### config.mk
export PLATFORM = sky130hd
export DESIGN_NAME = centipede_io
export DESIGN_NICKNAME = d
export VERILOG_FILES = /design/src/verilog/centipede_pkg.sv /design/src/verilog/centipede_io.sv /design/src/verilog/read_mux.sv /design/src/verilog/output_latch.sv /design/src/verilog/trakball_axis.sv /design/src/verilog/io_decoder.sv
export SDC_FILE = /design/constraint.sdc
export NUM_CORES = 1
export LEC_CHECK = 0
export BUFFER_PORTS_ARGS = -buffer_cell sky130_fd_sc_hd__buf_2
export CELL_PAD_IN_SITES_DETAIL_PLACEMENT = 1
export CELL_PAD_IN_SITES_GLOBAL_PLACEMENT = 2
export CORE_UTILIZATION = 31
export CTS_CLUSTER_SIZE = 24
export DETAILED_ROUTE_END_ITERATION = 12
export PLACE_DENSITY_LB_ADDON = 0.3
export SLEW_MARGIN = 15
export SYNTH_ARGS = -nofsm -noshare
export SYNTH_HDL_FRONTEND = slang
export SYNTH_SLANG_ARGS = --single-unit
### constraint.sdc
create_clock -name s_6mhz -period 2.05 [get_ports s_6mhz]
set_input_delay 0.3075 -clock s_6mhz [delete_from_list [all_inputs] [get_ports s_6mhz]]
set_output_delay 0.3075 -clock s_6mhz [all_outputs]
set_load 0.1 [all_outputs]
### src/verilog/centipede_pkg.sv
// address map, latch bit positions and bus types of the centipede I/O page
// decode looks at address bits 13:10 only, so the ports alias across the rest of the map
package centipede_pkg;

   // address bits 13:10 of each I/O region
   localparam logic [3:0] REGION_SWITCH   = 4'd2;
   localparam logic [3:0] REGION_IN       = 4'd3;
   localparam logic [3:0] REGION_OUT0     = 4'd7;
   localparam logic [3:0] REGION_STEERCLR = 4'd9;

   // output latch bit positions
   localparam int LATCH_FLIP    = 7;
   // leds 1 to 4 sit on latch bits 3 to 6
   localparam int LATCH_LED_LO  = 3;
   localparam int LATCH_COIN_R  = 2;
   // one bit drives both centre and left coin counters
   localparam int LATCH_COIN_CL = 1;

   // mini-trackball counter width
   localparam int TB_CNT_W = 4;

   // one processor cycle, strobes last a single clock
   typedef struct packed {
      logic [15:0] addr;
      logic [7:0]  wdata;
      logic        rd;
      logic        wr;
   } cpu_bus_t;

   // decoded port selects, one-hot among the port fields
   typedef struct packed {
      logic in0_rd;
      logic in1_rd;
      logic sw_rd;
      logic out0_wr;
      logic steerclr;
      // any read, mapped or not, so unmapped reads still return valid
      logic rd;
      // address bit 0, picks the byte of a two-byte port
      logic byte_sel;
   } io_sel_t;

endpackage
### src/verilog/centipede_io.sv
// centipede processor-side I/O as a single-cycle bus slave on s_6mhz
// at most one strobe per cycle, no wait states
module centipede_io import centipede_pkg::*;
(
   input  logic       s_6mhz,
   input  logic       reset,
   input  cpu_bus_t   bus_i,
   input  logic [9:0] playerinput_i,
   input  logic [7:0] trakball_i,
   input  logic [7:0] joystick_i,
   input  logic [7:0] sw1_i,
   input  logic [7:0] sw2_i,
   input  logic       vblank_i,
   output logic [7:0] rdata_o,
   output logic       rdata_valid_o,
   output logic [3:0] led_o,
   output logic       flip_o
);

   io_sel_t             sel;
   logic                coin_r;
   logic                coin_cl;
   logic [TB_CNT_W-1:0] tra;
   logic [TB_CNT_W-1:0] trb;
   logic                dir1;
   logic                dir2;

   io_decoder u_decoder (
      .bus_i (bus_i),
      .sel_o (sel)
   );

   // trakball_i: 7 p1 h dir, 6 p2 h dir, 5 p1 h ck, 4 p2 h ck, 3..0 same for vertical
   trakball_axis u_horiz (
      .s_6mhz   (s_6mhz),
      .reset    (reset),
      .p1_ck_i  (trakball_i[5]),
      .p1_dir_i (trakball_i[7]),
      .p2_ck_i  (trakball_i[4]),
      .p2_dir_i (trakball_i[6]),
      .flip_i   (flip_o),
      .clear_i  (sel.steerclr),
      .count_o  (tra),
      .dir_o    (dir1)
   );

   trakball_axis u_vert (
      .s_6mhz   (s_6mhz),
      .reset    (reset),
      .p1_ck_i  (trakball_i[1]),
      .p1_dir_i (trakball_i[3]),
      .p2_ck_i  (trakball_i[0]),
      .p2_dir_i (trakball_i[2]),
      .flip_i   (flip_o),
      .clear_i  (sel.steerclr),
      .count_o  (trb),
      .dir_o    (dir2)
   );

   output_latch u_latch (
      .s_6mhz    (s_6mhz),
      .reset     (reset),
      .sel_i     (sel),
      .addr_i    (bus_i.addr[2:0]),
      .data_i    (bus_i.wdata[7]),
      .flip_o    (flip_o),
      .led_o     (led_o),
      .coin_r_o  (coin_r),
      .coin_cl_o (coin_cl)
   );

   read_mux u_read (
      .s_6mhz        (s_6mhz),
      .reset         (reset),
      .sel_i         (sel),
      .playerinput_i (playerinput_i),
      .joystick_i    (joystick_i),
      .sw1_i         (sw1_i),
      .sw2_i         (sw2_i),
      .vblank_i      (vblank_i),
      .tra_i         (tra),
      .dir1_i        (dir1),
      .trb_i         (trb),
      .dir2_i        (dir2),
      .coin_r_i      (coin_r),
      .coin_cl_i     (coin_cl),
      .rdata_o       (rdata_o),
      .rdata_valid_o (rdata_valid_o)
   );

endmodule

### src/verilog/read_mux.sv
// input byte formation and registered read data
// read data appears one clock after the strobe and is zero whenever valid is low
module read_mux import centipede_pkg::*;
(
   input  logic                s_6mhz,
   input  logic                reset,
   input  io_sel_t             sel_i,
   input  logic [9:0]          playerinput_i,
   input  logic [7:0]          joystick_i,
   input  logic [7:0]          sw1_i,
   input  logic [7:0]          sw2_i,
   input  logic                vblank_i,
   input  logic [TB_CNT_W-1:0] tra_i,
   input  logic                dir1_i,
   input  logic [TB_CNT_W-1:0] trb_i,
   input  logic                dir2_i,
   input  logic                coin_r_i,
   input  logic                coin_cl_i,
   output logic [7:0]          rdata_o,
   output logic                rdata_valid_o
);

   logic       coin_r;
   logic       coin_c;
   logic       coin_l;
   logic [7:0] in0_lo;
   logic [7:0] in0_hi;
   logic [7:0] in1_lo;
   logic [7:0] rd_byte;

   // a set counter drive reads as an inserted coin
   assign coin_r = playerinput_i[9] | coin_r_i;
   assign coin_c = playerinput_i[8] | coin_cl_i;
   assign coin_l = playerinput_i[7] | coin_cl_i;

   // dir1, vblank, self test, cocktail, horizontal count
   assign in0_lo = {dir1_i, vblank_i, playerinput_i[6], playerinput_i[5], tra_i};

   // coins, slam, fire2, fire1, start1, start2
   assign in0_hi = {coin_r, coin_c, coin_l, playerinput_i[4],
                    playerinput_i[1], playerinput_i[0],
                    playerinput_i[3], playerinput_i[2]};

   assign in1_lo = {dir2_i, 3'b000, trb_i};

   always_comb
   begin
      rd_byte = 8'h00;
      if (sel_i.in0_rd)
         rd_byte = sel_i.byte_sel ? in0_hi : in0_lo;
      else if (sel_i.in1_rd)
         rd_byte = sel_i.byte_sel ? joystick_i : in1_lo;
      else if (sel_i.sw_rd)
         rd_byte = sel_i.byte_sel ? sw2_i : sw1_i;
   end

   always_ff @(posedge s_6mhz or posedge reset)
   begin
      if (reset)
      begin
         rdata_o       <= 8'h00;
         rdata_valid_o <= 1'b0;
      end
      else
      begin
         rdata_valid_o <= sel_i.rd;
         // unmapped reads fall through as zero
         rdata_o       <= sel_i.rd ? rd_byte : 8'h00;
      end
   end

endmodule

### src/verilog/output_latch.sv
// addressable output latch, data bit 7 goes to latch bit addr[2:0]
// bit 0 has no function on this board
module output_latch import centipede_pkg::*;
(
   input  logic       s_6mhz,
   input  logic       reset,
   input  io_sel_t    sel_i,
   input  logic [2:0] addr_i,
   input  logic       data_i,
   output logic       flip_o,
   output logic [3:0] led_o,
   output logic       coin_r_o,
   output logic       coin_cl_o
);

   logic [7:0] latch_q;

   always_ff @(posedge s_6mhz or posedge reset)
   begin
      if (reset)
         latch_q <= '0;
      else if (sel_i.out0_wr)
         latch_q[addr_i] <= data_i;
   end

   assign flip_o    = latch_q[LATCH_FLIP];
   assign led_o     = latch_q[LATCH_LED_LO +: 4];
   // coin counter drives, also fed back onto the coin inputs
   assign coin_r_o  = latch_q[LATCH_COIN_R];
   assign coin_cl_o = latch_q[LATCH_COIN_CL];

endmodule

### src/verilog/trakball_axis.sv
// one mini-trackball axis, pins are asynchronous and brought into s_6mhz here
// pulses closer than about 4 clocks apart are not all counted
module trakball_axis import centipede_pkg::*;
(
   input  logic                s_6mhz,
   input  logic                reset,
   input  logic                p1_ck_i,
   input  logic                p1_dir_i,
   input  logic                p2_ck_i,
   input  logic                p2_dir_i,
   input  logic                flip_i,
   input  logic                clear_i,
   output logic [TB_CNT_W-1:0] count_o,
   output logic                dir_o
);

   logic                ck_sel;
   logic                dir_sel;
   logic [2:0]          ck_pipe;
   logic [2:0]          dir_pipe;
   logic                edge_q;
   logic [TB_CNT_W-1:0] count_q;
   logic                dir_q;

   // flip high selects player 1, cocktail side otherwise
   assign ck_sel  = flip_i ? p1_ck_i : p2_ck_i;
   assign dir_sel = flip_i ? p1_dir_i : p2_dir_i;

   // two sync stages plus one for edge detect
   // direction runs through the same depth so it stays aligned with its clock edge
   always_ff @(posedge s_6mhz or posedge reset)
   begin
      if (reset)
      begin
         ck_pipe  <= '0;
         dir_pipe <= '0;
         edge_q   <= 1'b0;
      end
      else
      begin
         ck_pipe  <= {ck_pipe[1:0], ck_sel};
         dir_pipe <= {dir_pipe[1:0], dir_sel};
         edge_q   <= ck_pipe[1] & ~ck_pipe[2];
      end
   end

   // direction flop and up/down counter, clear wins over a pulse
   always_ff @(posedge s_6mhz or posedge reset)
   begin
      if (reset)
      begin
         dir_q   <= 1'b0;
         count_q <= '0;
      end
      else if (clear_i)
      begin
         count_q <= '0;
         if (edge_q)
            dir_q <= dir_pipe[2];
      end
      else if (edge_q)
      begin
         dir_q <= dir_pipe[2];
         // step uses the direction being latched this cycle
         if (dir_pipe[2])
            count_q <= count_q + 1'b1;
         else
            count_q <= count_q - 1'b1;
      end
   end

   assign count_o = count_q;
   assign dir_o   = dir_q;

endmodule

### src/verilog/io_decoder.sv
// combinational decode of the I/O page into port selects
// in0 and in1 share one region and are split by address bit 1
module io_decoder import centipede_pkg::*;
(
   input  cpu_bus_t bus_i,
   output io_sel_t  sel_o
);

   logic [3:0] region;
   logic       hit_in;
   logic       hit_sw;
   logic       hit_out0;
   logic       hit_steer;

   assign region = bus_i.addr[13:10];

   always_comb
   begin
      hit_in    = (region == REGION_IN);
      hit_sw    = (region == REGION_SWITCH);
      hit_out0  = (region == REGION_OUT0);
      hit_steer = (region == REGION_STEERCLR);
   end

   always_comb
   begin
      sel_o = '0;

      // read ports
      sel_o.in0_rd = bus_i.rd & hit_in & ~bus_i.addr[1];
      sel_o.in1_rd = bus_i.rd & hit_in & bus_i.addr[1];
      sel_o.sw_rd  = bus_i.rd & hit_sw;
      sel_o.rd     = bus_i.rd;

      // write ports, data is ignored for steering clear
      sel_o.out0_wr  = bus_i.wr & hit_out0;
      sel_o.steerclr = bus_i.wr & hit_steer;

      sel_o.byte_sel = bus_i.addr[0];
   end

endmodule

==> flow_summary.yaml, run 1 <==
cells_and_area:
  area_growth_pct: 24.2
  antenna_cells: 0
  final_common_cell: "buf_2"
  nNetsFinal: 312
  fin_cells: 311
  layout-drive-gt1-share_pct: 39.0
  mostFrequentLayoutCells: "buf_2, dfrtp_1, nor2_1"
yosys:
  syn-num-nets: 245
  ys_warn_count: 0
  synth_top_area_share_pct: 50.8
  syn_inst: 168
  synth_top_cell_by_area: "dfrtp_1"
  syn-cell-area_mm2: 0.00197
  synth_area_leaders: "dfrtp_1, mux4_2, nor2_1"
  synth-seq-cells: 40
  synth-edff-count: 0
  synth_seq_area_share_pct: 50.8
  synthArstFlopShare_pct: 100
  yosys_most_used_dff: "dfrtp_1"
  syn_area_per_cell_um2: 11.7
  synth_cell_types: 32
power:
  ir_drop_mv: 0.373
  p_comb_share_pct: 28.6
  p_per_area_mw_per_mm2: 898
  p_clk_share_pct: 24.3
  finalPower_mw: 2.20
  power.share.sequential_pct: 47.1
  p_leak_nw: 1.19
  swShare_pct: 34.1
  p_int_mw: 1.45
  p_switching_mw: 0.749
detailed_routing:
  ant_nets: 0
  drtIter0Drc: 46
  drtPass1Iterations: 4
  num_vias: 1484
  drt_wl_total_um: 4610
  drc_errors: 0
  wl_per_cell_um: 14.8
  vias_per_cell: 4.77
global_route:
  track_usage_pct: 15.4
  grt_pass1_vias: 1590
  grt_start_max_net_pins: 41
  antenna_found_initial: 0
  grt_pass1_wl_um: 7570
  grt_remaining_overflow: 0
worst_setup_path:
  slowest_stage: "dfrtp_1"
  worstSetupPathType: "reg -> reg"
  r2r_cells: 6
  cp_common_cell: "a21oi_1"
  cpPeakStageDelay_ps: 380
  cp_max_fo: 4
  cp-end-kind: "flop"
  critPathArrivalTime_ps: 1800
  worstPathCellList: "inv_1 > ha_1 > a21oi_1 > nand4_1 > a21o_1 > a21oi_1"
  critPathRequiredTime_ps: 2270
  start_kind: "flop"
clock_network:
  cts_buffers: 5
  cts_tree: "yes"
  post-cts-setup-buffers: 0
  htreeDepth: 2
  cts-resized-gates: 0
  clock_latency_ps: 290
  cts.sinks: 40
  cts_buffer_depth: 2
  clkTransAtPathRegs_ps: 80
  root_buffer: "clkbuf_8"
  postCtsHoldBufs: 0
placement:
  place_ws_ps: 254
  dp_hpwl_um: 3550
  place_congestion: 0.711
  dpl.cell_count: 303
  port_buffers: 68
die:
  core_mm2: 0.00603
  num_rows: 28
  initial_utilization_pct: 32.7
  pin_count: 85
  fp.dieH_um: 81.8
  die_width_um: 81.8
  die-area_mm2: 0.00668
timing:
  fin_crit_ps: 1580
  fin_crit_sh_pct: 76.9
  maxSlewHeadroom_pct: 59.9
  max_freq_ghz: 0.635
  worst_pin_slew_ps: 601
  fin_skew_ps: 2.26
  tns_ps: 0
  fin_ws_ps: 474
  hold_violations: 0
  rsz0062_at_grt: "no"
  drv_slew: 0
  setup_violations: 0
job:
  drv_cap: 0
hold_path:
  hold_path.class: "in -> async"
run_status:
  status: "completed"
layer usage:
metal	vias to the layer above	part of all wire, %	global-route usage, %
li1	726	-	-
met1	713	44	19.8
met2	40	48	24.8
met3	5	6.3	4.44
met4	0	0.87	4.74
met5	-	0	0
worst max-delay path: cells and delay by family (launching register included):
kind,cells,cell delay [ps]
fa+ha+maj,1,300
compound gates,3,540
flops,1,380
simple gates,1,150
buf+inv,1,140
metrics by stage:
step / util (%) / hold slack (ps) / area [µm²]
floorplan: - / 331 / 1970
global route: 40.6 / 132 / 2450
finish: 40.6 / 131 / 2450
detailed placement: 39.1 / 336 / 2360
CTS: 40.6 / 122 / 2450
global placement: 39.1 / 334 / 2360
state kept, by name, indices dropped and copies added (netlist names), 3 cells and up:
signal / flops
u_read.rdata_o: 8
u_latch.latch_q: 7
u_horiz.count_o: 4
u_vert.count_o: 4
u_horiz.ck_pipe: 3
u_horiz.dir_pipe: 3
u_vert.ck_pipe: 3
u_vert.dir_pipe: 3
Yosys cell counts (3+ instances only):
cell type / n
a211oi_1: 10
a21o_1: 4
a21oi_1: 9
buf_2: 4
dfrtp_1: 40
ha_1: 4
inv_1: 5
mux2_1: 5
mux2_2: 6
mux2i_1: 8
mux4_2: 5
nand2_1: 4
nand3_1: 5
nand3b_1: 3
nor2_1: 24
nor2b_1: 6
xnor2_1: 4
area by class of cell:
class,count,area [µm²]
clock inverters,3,23.8
multi-input cells,113,887
clock buffers,5,68.8
well taps,75,93.8
repair buffers,70,355
fillers,701,3580
inverters,5,18.8
flip-flops and latches,40,1000
kinds of logic (layout without fill, tap and decap cells):
group,Yosys count,count (layout),synth area share (%)
xor+xnor,4,4,1.78
buf+inv,15,83,4.25
simple gates,51,51,13.4
mux,24,24,16.1
flops,40,40,50.8
compound gates,28,28,9.20
fa+ha+maj,6,6,4.57
power by group through the flow:
stage	sequential (mW)	combinational [mW]	clock (mW)
floorplan	1.10	0.412	0
global placement	1.05	0.612	0
detailed placement	1.06	0.642	0
CTS	1.04	0.646	0.559
global route	1.06	0.713	0.602
finish	1.04	0.629	0.533
final timing paths:
| path | slack [ps] | endpoint | startpoint |
|---|---|---|---|
| setup reg to reg | 470 | u_vert.count_o[3] | u_vert.dir_pipe[2] |
| setup / recovery | 470 | u_vert.count_o[3] | u_vert.dir_pipe[2] |
| max in group asynchronous | 1570 | u_read.rdata_o[3] | reset |
| hold / removal | 130 | u_vert.ck_pipe[0] | reset |
| hold reg to reg | 350 | u_horiz.dir_pipe[1] | u_horiz.dir_pipe[0] |
| min in group s_6mhz | 140 | u_read.rdata_valid_o | bus_i[1] |
No activity file was read; power rests on OpenSTA's default activity.
==> inputs of run 2 (changes only) <==
--- a/config.mk
+++ b/config.mk
@@ -8,7 +8,7 @@
 export BUFFER_PORTS_ARGS = -buffer_cell sky130_fd_sc_hd__buf_2
 export CELL_PAD_IN_SITES_DETAIL_PLACEMENT = 1
 export CELL_PAD_IN_SITES_GLOBAL_PLACEMENT = 2
-export CORE_UTILIZATION = 31
+export CORE_UTILIZATION = 26
 export CTS_CLUSTER_SIZE = 24
 export DETAILED_ROUTE_END_ITERATION = 12
 export PLACE_DENSITY_LB_ADDON = 0.3
==> constraint.sdc (replaced) <==
create_clock -name s_6mhz -period 1.29 [get_ports s_6mhz]
set_input_delay 0.1935 -clock s_6mhz [delete_from_list [all_inputs] [get_ports s_6mhz]]
set_output_delay 0.1935 -clock s_6mhz [all_outputs]
set_load 0.1 [all_outputs]
==> flow_summary.yaml, run 2 (same netlist as run 1, synthesis figures left out) <==
worst_setup_path:
  cp_max_fo: 4
  critical_path_buf_inv_count: 2
  start_kind: "flop"
  worstSetupPathType: "reg -> reg"
  critPathArrivalTime_ps: 1550
  cp_top_family: "adder cells"
  cpPeakStageDelay_ps: 410
  cp-end-kind: "flop"
  slowest_stage: "fa_2"
  critPathRequiredTime_ps: 1470
  worstPathCellList: "inv_2 > buf_4 > fa_2 > mux2i_1 > nor2_1"
cells_and_area:
  mostFrequentLayoutCells: "buf_2, dfrtp_1, nor2_1"
  layout-drive-gt1-share_pct: 49.8
  area_growth_pct: 40.5
  fin_cells: 350
  largest_reg_flops: 8
  top_regs: "u_read.rdata_o: 8 flops, u_latch.latch_q: 7 flops"
  ff_latch_area_mm2: 0.00101
  final_common_cell: "buf_2"
  utilization_pct: 38.0
  nFillCells: 842
  nNetsFinal: 327
  multi_input_area_um2: 961
  antenna_cells: 0
  fin_area_mm2: 0.00277
  top_register: "u_read.rdata_o"
job:
  drv_cap: 0
power:
  p_switching_mw: 1.33
  p_int_mw: 2.81
  swShare_pct: 32.2
  power.share.sequential_pct: 39.9
  p_leak_nw: 1.29
  p_per_area_mw_per_mm2: 1500
  p_clk_share_pct: 25.4
  ir_drop_mv: 0.542
  p_comb_share_pct: 34.7
global_route:
  grt_use_met3_pct: 4.16
  track_usage_pct: 13.3
  grt_pass1_vias: 1628
  antenna_found_initial: 0
  busiest_layer: "met2"
  grt_remaining_overflow: 0
  grt_start_max_net_pins: 41
  grt_pass1_wl_um: 7820
  use_met1_pct: 17.9
  gr-usage-met2_pct: 20.3
detailed_routing:
  drc_errors: 0
  drt_wl_total_um: 4820
  vias_per_cell: 4.46
  num_vias: 1561
  drtPass1Iterations: 3
  ant_nets: 0
  wl_per_cell_um: 13.8
  drtIter0Drc: 16
die:
  num_rows: 31
  die_width_um: 89.1
  fp.dieH_um: 89.1
  core_mm2: 0.00729
  die-area_mm2: 0.00794
  initial_utilization_pct: 27.0
  pin_count: 85
clock_network:
  cts_buffers: 5
  htreeDepth: 2
  cts_tree: "yes"
  cts_buffer_depth: 2
  cts.sinks: 40
  clkTransAtPathRegs_ps: 80
  clock_latency_ps: 300
  root_buffer: "clkbuf_8"
timing:
  worst_pin_slew_ps: 497
  fin_crit_sh_pct: 106
  holdWs_ps: 11.0
  rsz0062_at_grt: "yes"
  fin_skew_ps: 3.10
  tns_ps: -389
  fin_crit_ps: 1370
  maxSlewHeadroom_pct: 67.1
  max_freq_ghz: 0.729
  hold_violations: 0
  setup_violations: 8
  fin_ws_ps: -81.5
  drv_slew: 0
placement:
  dpl_cell_area_mm2: 0.00253
  dpl.cell_count: 335
  dp_hpwl_um: 3620
  place_congestion: 0.709
  port_buffers: 68
run_status:
  violations: "negative setup slack"
  status: "finished with violations"
hold_path:
  hold_path.class: "in -> reg"
==> run 2: changes by cell type in the layout (fill, tap and decap cells not counted), moves of 4 or more <==
cell	previous run	this run
a21oi_2	0	6
dfrtp_2	0	4
buf_2	68	61
buf_12	0	4
buf_4	2	11
a21oi_1	9	2
dfrtp_1	40	36
clkbuf_4	0	6
==> run 2: final timing paths <==
check                                         from                    to  slack, ps  cells past startpoint
worst max-delay path            u_vert.dir_pipe[2]     u_vert.count_o[1]        -80                      5
worst min-delay path                      bus_i[1]  u_read.rdata_valid_o         10                      1
worst max register to register  u_vert.dir_pipe[2]     u_vert.count_o[1]        -80                      5
worst min register to register  u_vert.dir_pipe[1]    u_vert.dir_pipe[2]        350                      0
max in group asynchronous                    reset    u_horiz.count_o[1]        590                      4
min in group asynchronous                    reset     u_vert.ck_pipe[0]        490                      4
==> run 2: stage by stage <==
stage          total power, mW  setup WS, ps
6_report                  4.14         -81.5
5_1_grt                   4.45          -213
4_1_cts                   4.10         -81.5
3_5_place_dp              2.89          -151
3_3_place_gp              2.86          -122
2_1_floorplan             2.49          1.66
==> run 2: cell type report <==
type,count,share of cell area [%]
inverters,5,0.678
flip-flops and latches,40,36.3
multi-input cells,113,34.7
clock inverters,3,1.67
repair buffers,85,19.7
well taps,99,4.47
clock buffers,5,2.48
==> run 2: metal layers <==
layer	share of wire (%)	vias up	routed length [µm]
li1	-	757	-
met1	46	758	2240
met2	47	38	2250
met3	5.4	8	259
met4	1.5	0	72
met5	0	-	0
==> run 2: what timing repair did <==
action	CTS	global route
endpoints found under the hold margin	40	0
setup endpoints to repair	5	15
hold buffers	1	0
gates resized for setup	9	10
buffers inserted	4	2
pin swaps	15	3
==> run 2: power groups by stage <==
| stage | combinational, mW | sequential [mW] | clock [mW] |
|---|---|---|---|
| finish | 1.44 | 1.65 | 1.05 |
| floorplan | 0.717 | 1.77 | 0 |
| global route | 1.60 | 1.69 | 1.15 |
| detailed placement | 1.21 | 1.69 | 0 |
| global placement | 1.18 | 1.68 | 0 |
| CTS | 1.34 | 1.66 | 1.10 |
==> inputs of run 3 (changes only) <==
--- a/config.mk
+++ b/config.mk
@@ -5,10 +5,12 @@
 export SDC_FILE = /design/constraint.sdc
 export NUM_CORES = 1
 export LEC_CHECK = 0
+export ABC_AREA = 1
 export BUFFER_PORTS_ARGS = -buffer_cell sky130_fd_sc_hd__buf_2
 export CELL_PAD_IN_SITES_DETAIL_PLACEMENT = 1
 export CELL_PAD_IN_SITES_GLOBAL_PLACEMENT = 2
-export CORE_UTILIZATION = 26
+export CORE_UTILIZATION = 23
+export CTS_BUF_LIST = sky130_fd_sc_hd__clkbuf_16
 export CTS_CLUSTER_SIZE = 24
 export DETAILED_ROUTE_END_ITERATION = 12
 export PLACE_DENSITY_LB_ADDON = 0.3
==> flow_summary.yaml, run 3 <==
cells_and_area:
  top_register: "u_read.rdata_o"
  mostFrequentLayoutCells: "nand2_1, buf_2, dfrtp_1"
  area_growth_pct: 42.4
  final_common_cell: "nand2_1"
  fin_cells: 485
  nNetsFinal: 453
  top_regs: "u_read.rdata_o: 8 flops, u_latch.latch_q: 7 flops"
  fin_area_mm2: 0.00307
  largest_reg_flops: 8
  antenna_cells: 0
  layout-drive-gt1-share_pct: 30.8
run_status:
  status: "completed"
clock_network:
  cts_tree: "yes"
  root_buffer: "clkbuf_16"
  post-cts-setup-buffers: 0
  cts_buffer_depth: 2
  htreeDepth: 2
  clkTransAtPathRegs_ps: 70
  cts_buffers: 5
  cts.sinks: 40
  clock_latency_ps: 280
yosys:
  yosysMostFrequentCell: "nand2_1"
  syn-num-nets: 365
  synthArstFlopShare_pct: 100
  synth_top_area_share_pct: 46.4
  syn_inst: 288
  synth-edff-count: 0
  synth_area_leaders: "dfrtp_1, nand2_1, nand3_1"
  synth_top_cell_by_area: "dfrtp_1"
  synth_seq_area_share_pct: 46.4
  syn-cell-area_mm2: 0.00216
  syn_area_per_cell_um2: 7.49
  synthTopCellsByCount: "nand2_1, dfrtp_1, inv_1, nand3_1, nor2_1"
  yosys_most_used_dff: "dfrtp_1"
  ys_warn_count: 0
  synth_cell_types: 22
  synth-seq-cells: 40
timing:
  fin_crit_ps: 1290
  fin_crit_sh_pct: 99.6
  worst_pin_slew_ps: 489
  maxSlewHeadroom_pct: 67.7
  max_freq_ghz: 0.778
  drv_slew: 0
  setup_violations: 0
  rsz0062_at_grt: "yes"
  hold_violations: 0
  fin_skew_ps: 4.21
die:
  core_mm2: 0.00889
  num_rows: 34
  fp.dieH_um: 98.8
  pin_count: 85
  initial_utilization_pct: 24.2
  die_width_um: 98.8
  die-area_mm2: 0.00976
worst_setup_path:
  cp_max_fo: 4
  worstSetupPathType: "reg -> reg"
  cp-end-kind: "flop"
  r2r_setup_slack_ps: 5
  reg2reg_to: "u_horiz.count_o[1]"
  critPathArrivalTime_ps: 1510
  r2r_cells: 5
  crit_start: "u_horiz.dir_pipe[2]"
  critPathRequiredTime_ps: 1510
  start_kind: "flop"
  reg2reg_from: "u_horiz.dir_pipe[2]"
hold_path:
  hold_path.class: "in -> reg"
  worstHoldStart: "bus_i[1]"
  holdPathStages: 1
  hold_end: "u_read.rdata_valid_o"
detailed_routing:
  wl_met3_um: 323
  route.met2.wl_um: 2910
  drtPass1Iterations: 4
  highest_layer: "met4"
  drc_errors: 0
  ant_nets: 0
  num_vias: 2093
  drt_wl_total_um: 6220
  drtIter0Drc: 43
  wl_met1_um: 2930
  wl_per_cell_um: 12.8
  vias_per_cell: 4.32
power:
  ir_drop_mv: 1.04
  p_per_area_mw_per_mm2: 1450
  p_leak_nw: 1.65
global_route:
  grt_start_max_net_pins: 41
  antenna_found_initial: 1
  track_usage_pct: 13.8
  grt_pass1_vias: 2232
  grt_remaining_overflow: 0
  grt_pass1_wl_um: 10600
job:
  drv_cap: 0
placement:
  place_congestion: 0.769
  port_buffers: 68
  dpl_cell_area_mm2: 0.00282
  dp_hpwl_um: 4860
  dpl.cell_count: 476
run 3: cell types whose count changed in the layout (fill, tap and decap cells not counted), sizes merged, moves of 8 or more:
cell,before,now
nand2,4,115
inv,6,31
nand3,5,29
o21ai,2,15
a211oi,10,0
a21oi,9,1
buf,78,86
mux2i,8,0
run 3: worst max-delay path, stage by stage, from the launching register on:
cell and delay [ps]:
dfrtp_1 390, inv_4 70, buf_6 120, fa_2 520, nand2_1 60, nand2_1 70
run 3: what timing repair did:
action | 4_1_cts | 5_1_grt
endpoints found under the setup margin | 5 | 5
hold buffers | 1 | 0
gates resized for setup | 4 | 10
pin swaps | 0 | 7
endpoints found under the hold margin | 40 | 0
run 3: per-stage QoR:
stage	total power [mW]	worst slack (ps)	util, %	hold slack, ps	TNS [ps]
6_report	4.45	4.52	34.5	60.4	0
2_1_floorplan	2.40	14.6	-	225	0
4_1_cts	4.45	0.959	33.9	52.9	0
3_5_place_dp	2.91	-76.2	31.7	272	-174
5_1_grt	4.74	-45.6	34.5	66.7	-132
3_3_place_gp	2.85	-31.6	31.7	267	-36.9
run 3: metal layers:
layer / GRT usage [%] / vias up
met5: 0 / -
met4: 2.41 / 0
met3: 3.33 / 6
met2: 23.3 / 54
met1: 18.0 / 964
li1: - / 1069
run 3: how the worst max path moves through the flow:
| stage | slack (ps) | to | cells past startpoint |
|---|---|---|---|
| after floorplan | 10 | u_vert.count_o[3] | 8 |
| after global placement | -30 | u_vert.count_o[3] | 8 |
| after detailed placement | -80 | u_vert.count_o[3] | 8 |
| after CTS | 1 | u_horiz.count_o[1] | 5 |
| after global routing | -50 | u_horiz.count_o[1] | 5 |
| final | 5 | u_horiz.count_o[1] | 5 |
run 3: area by class of cell:
type	count	area [µm²]
Timing Repair Buffer	88	587
Sequential cell	40	1000
Multi-Input combinational cell	211	1060
Clock buffer	5	125
Clock inverter	3	46.3
Inverter	30	118
Tap cell	108	135
Fill cell	1092	5820
run 3: power by group:
group	switching [mW]	leakage, nW	internal (mW)
Sequential	0.202	0.504	1.44
Clock	0.550	0.0804	0.920
Combinational	0.713	1.07	0.632
Total	1.46	1.65	2.99
run 3: cells by family after synthesis:
group	Yosys count	share of synthesized area, %
simple gates	178	33.5
buf+inv	37	7.25
flops	40	46.4
fa+ha+maj	6	4.18
mux	4	2.09
compound gates	17	4.06
xor+xnor	6	2.44
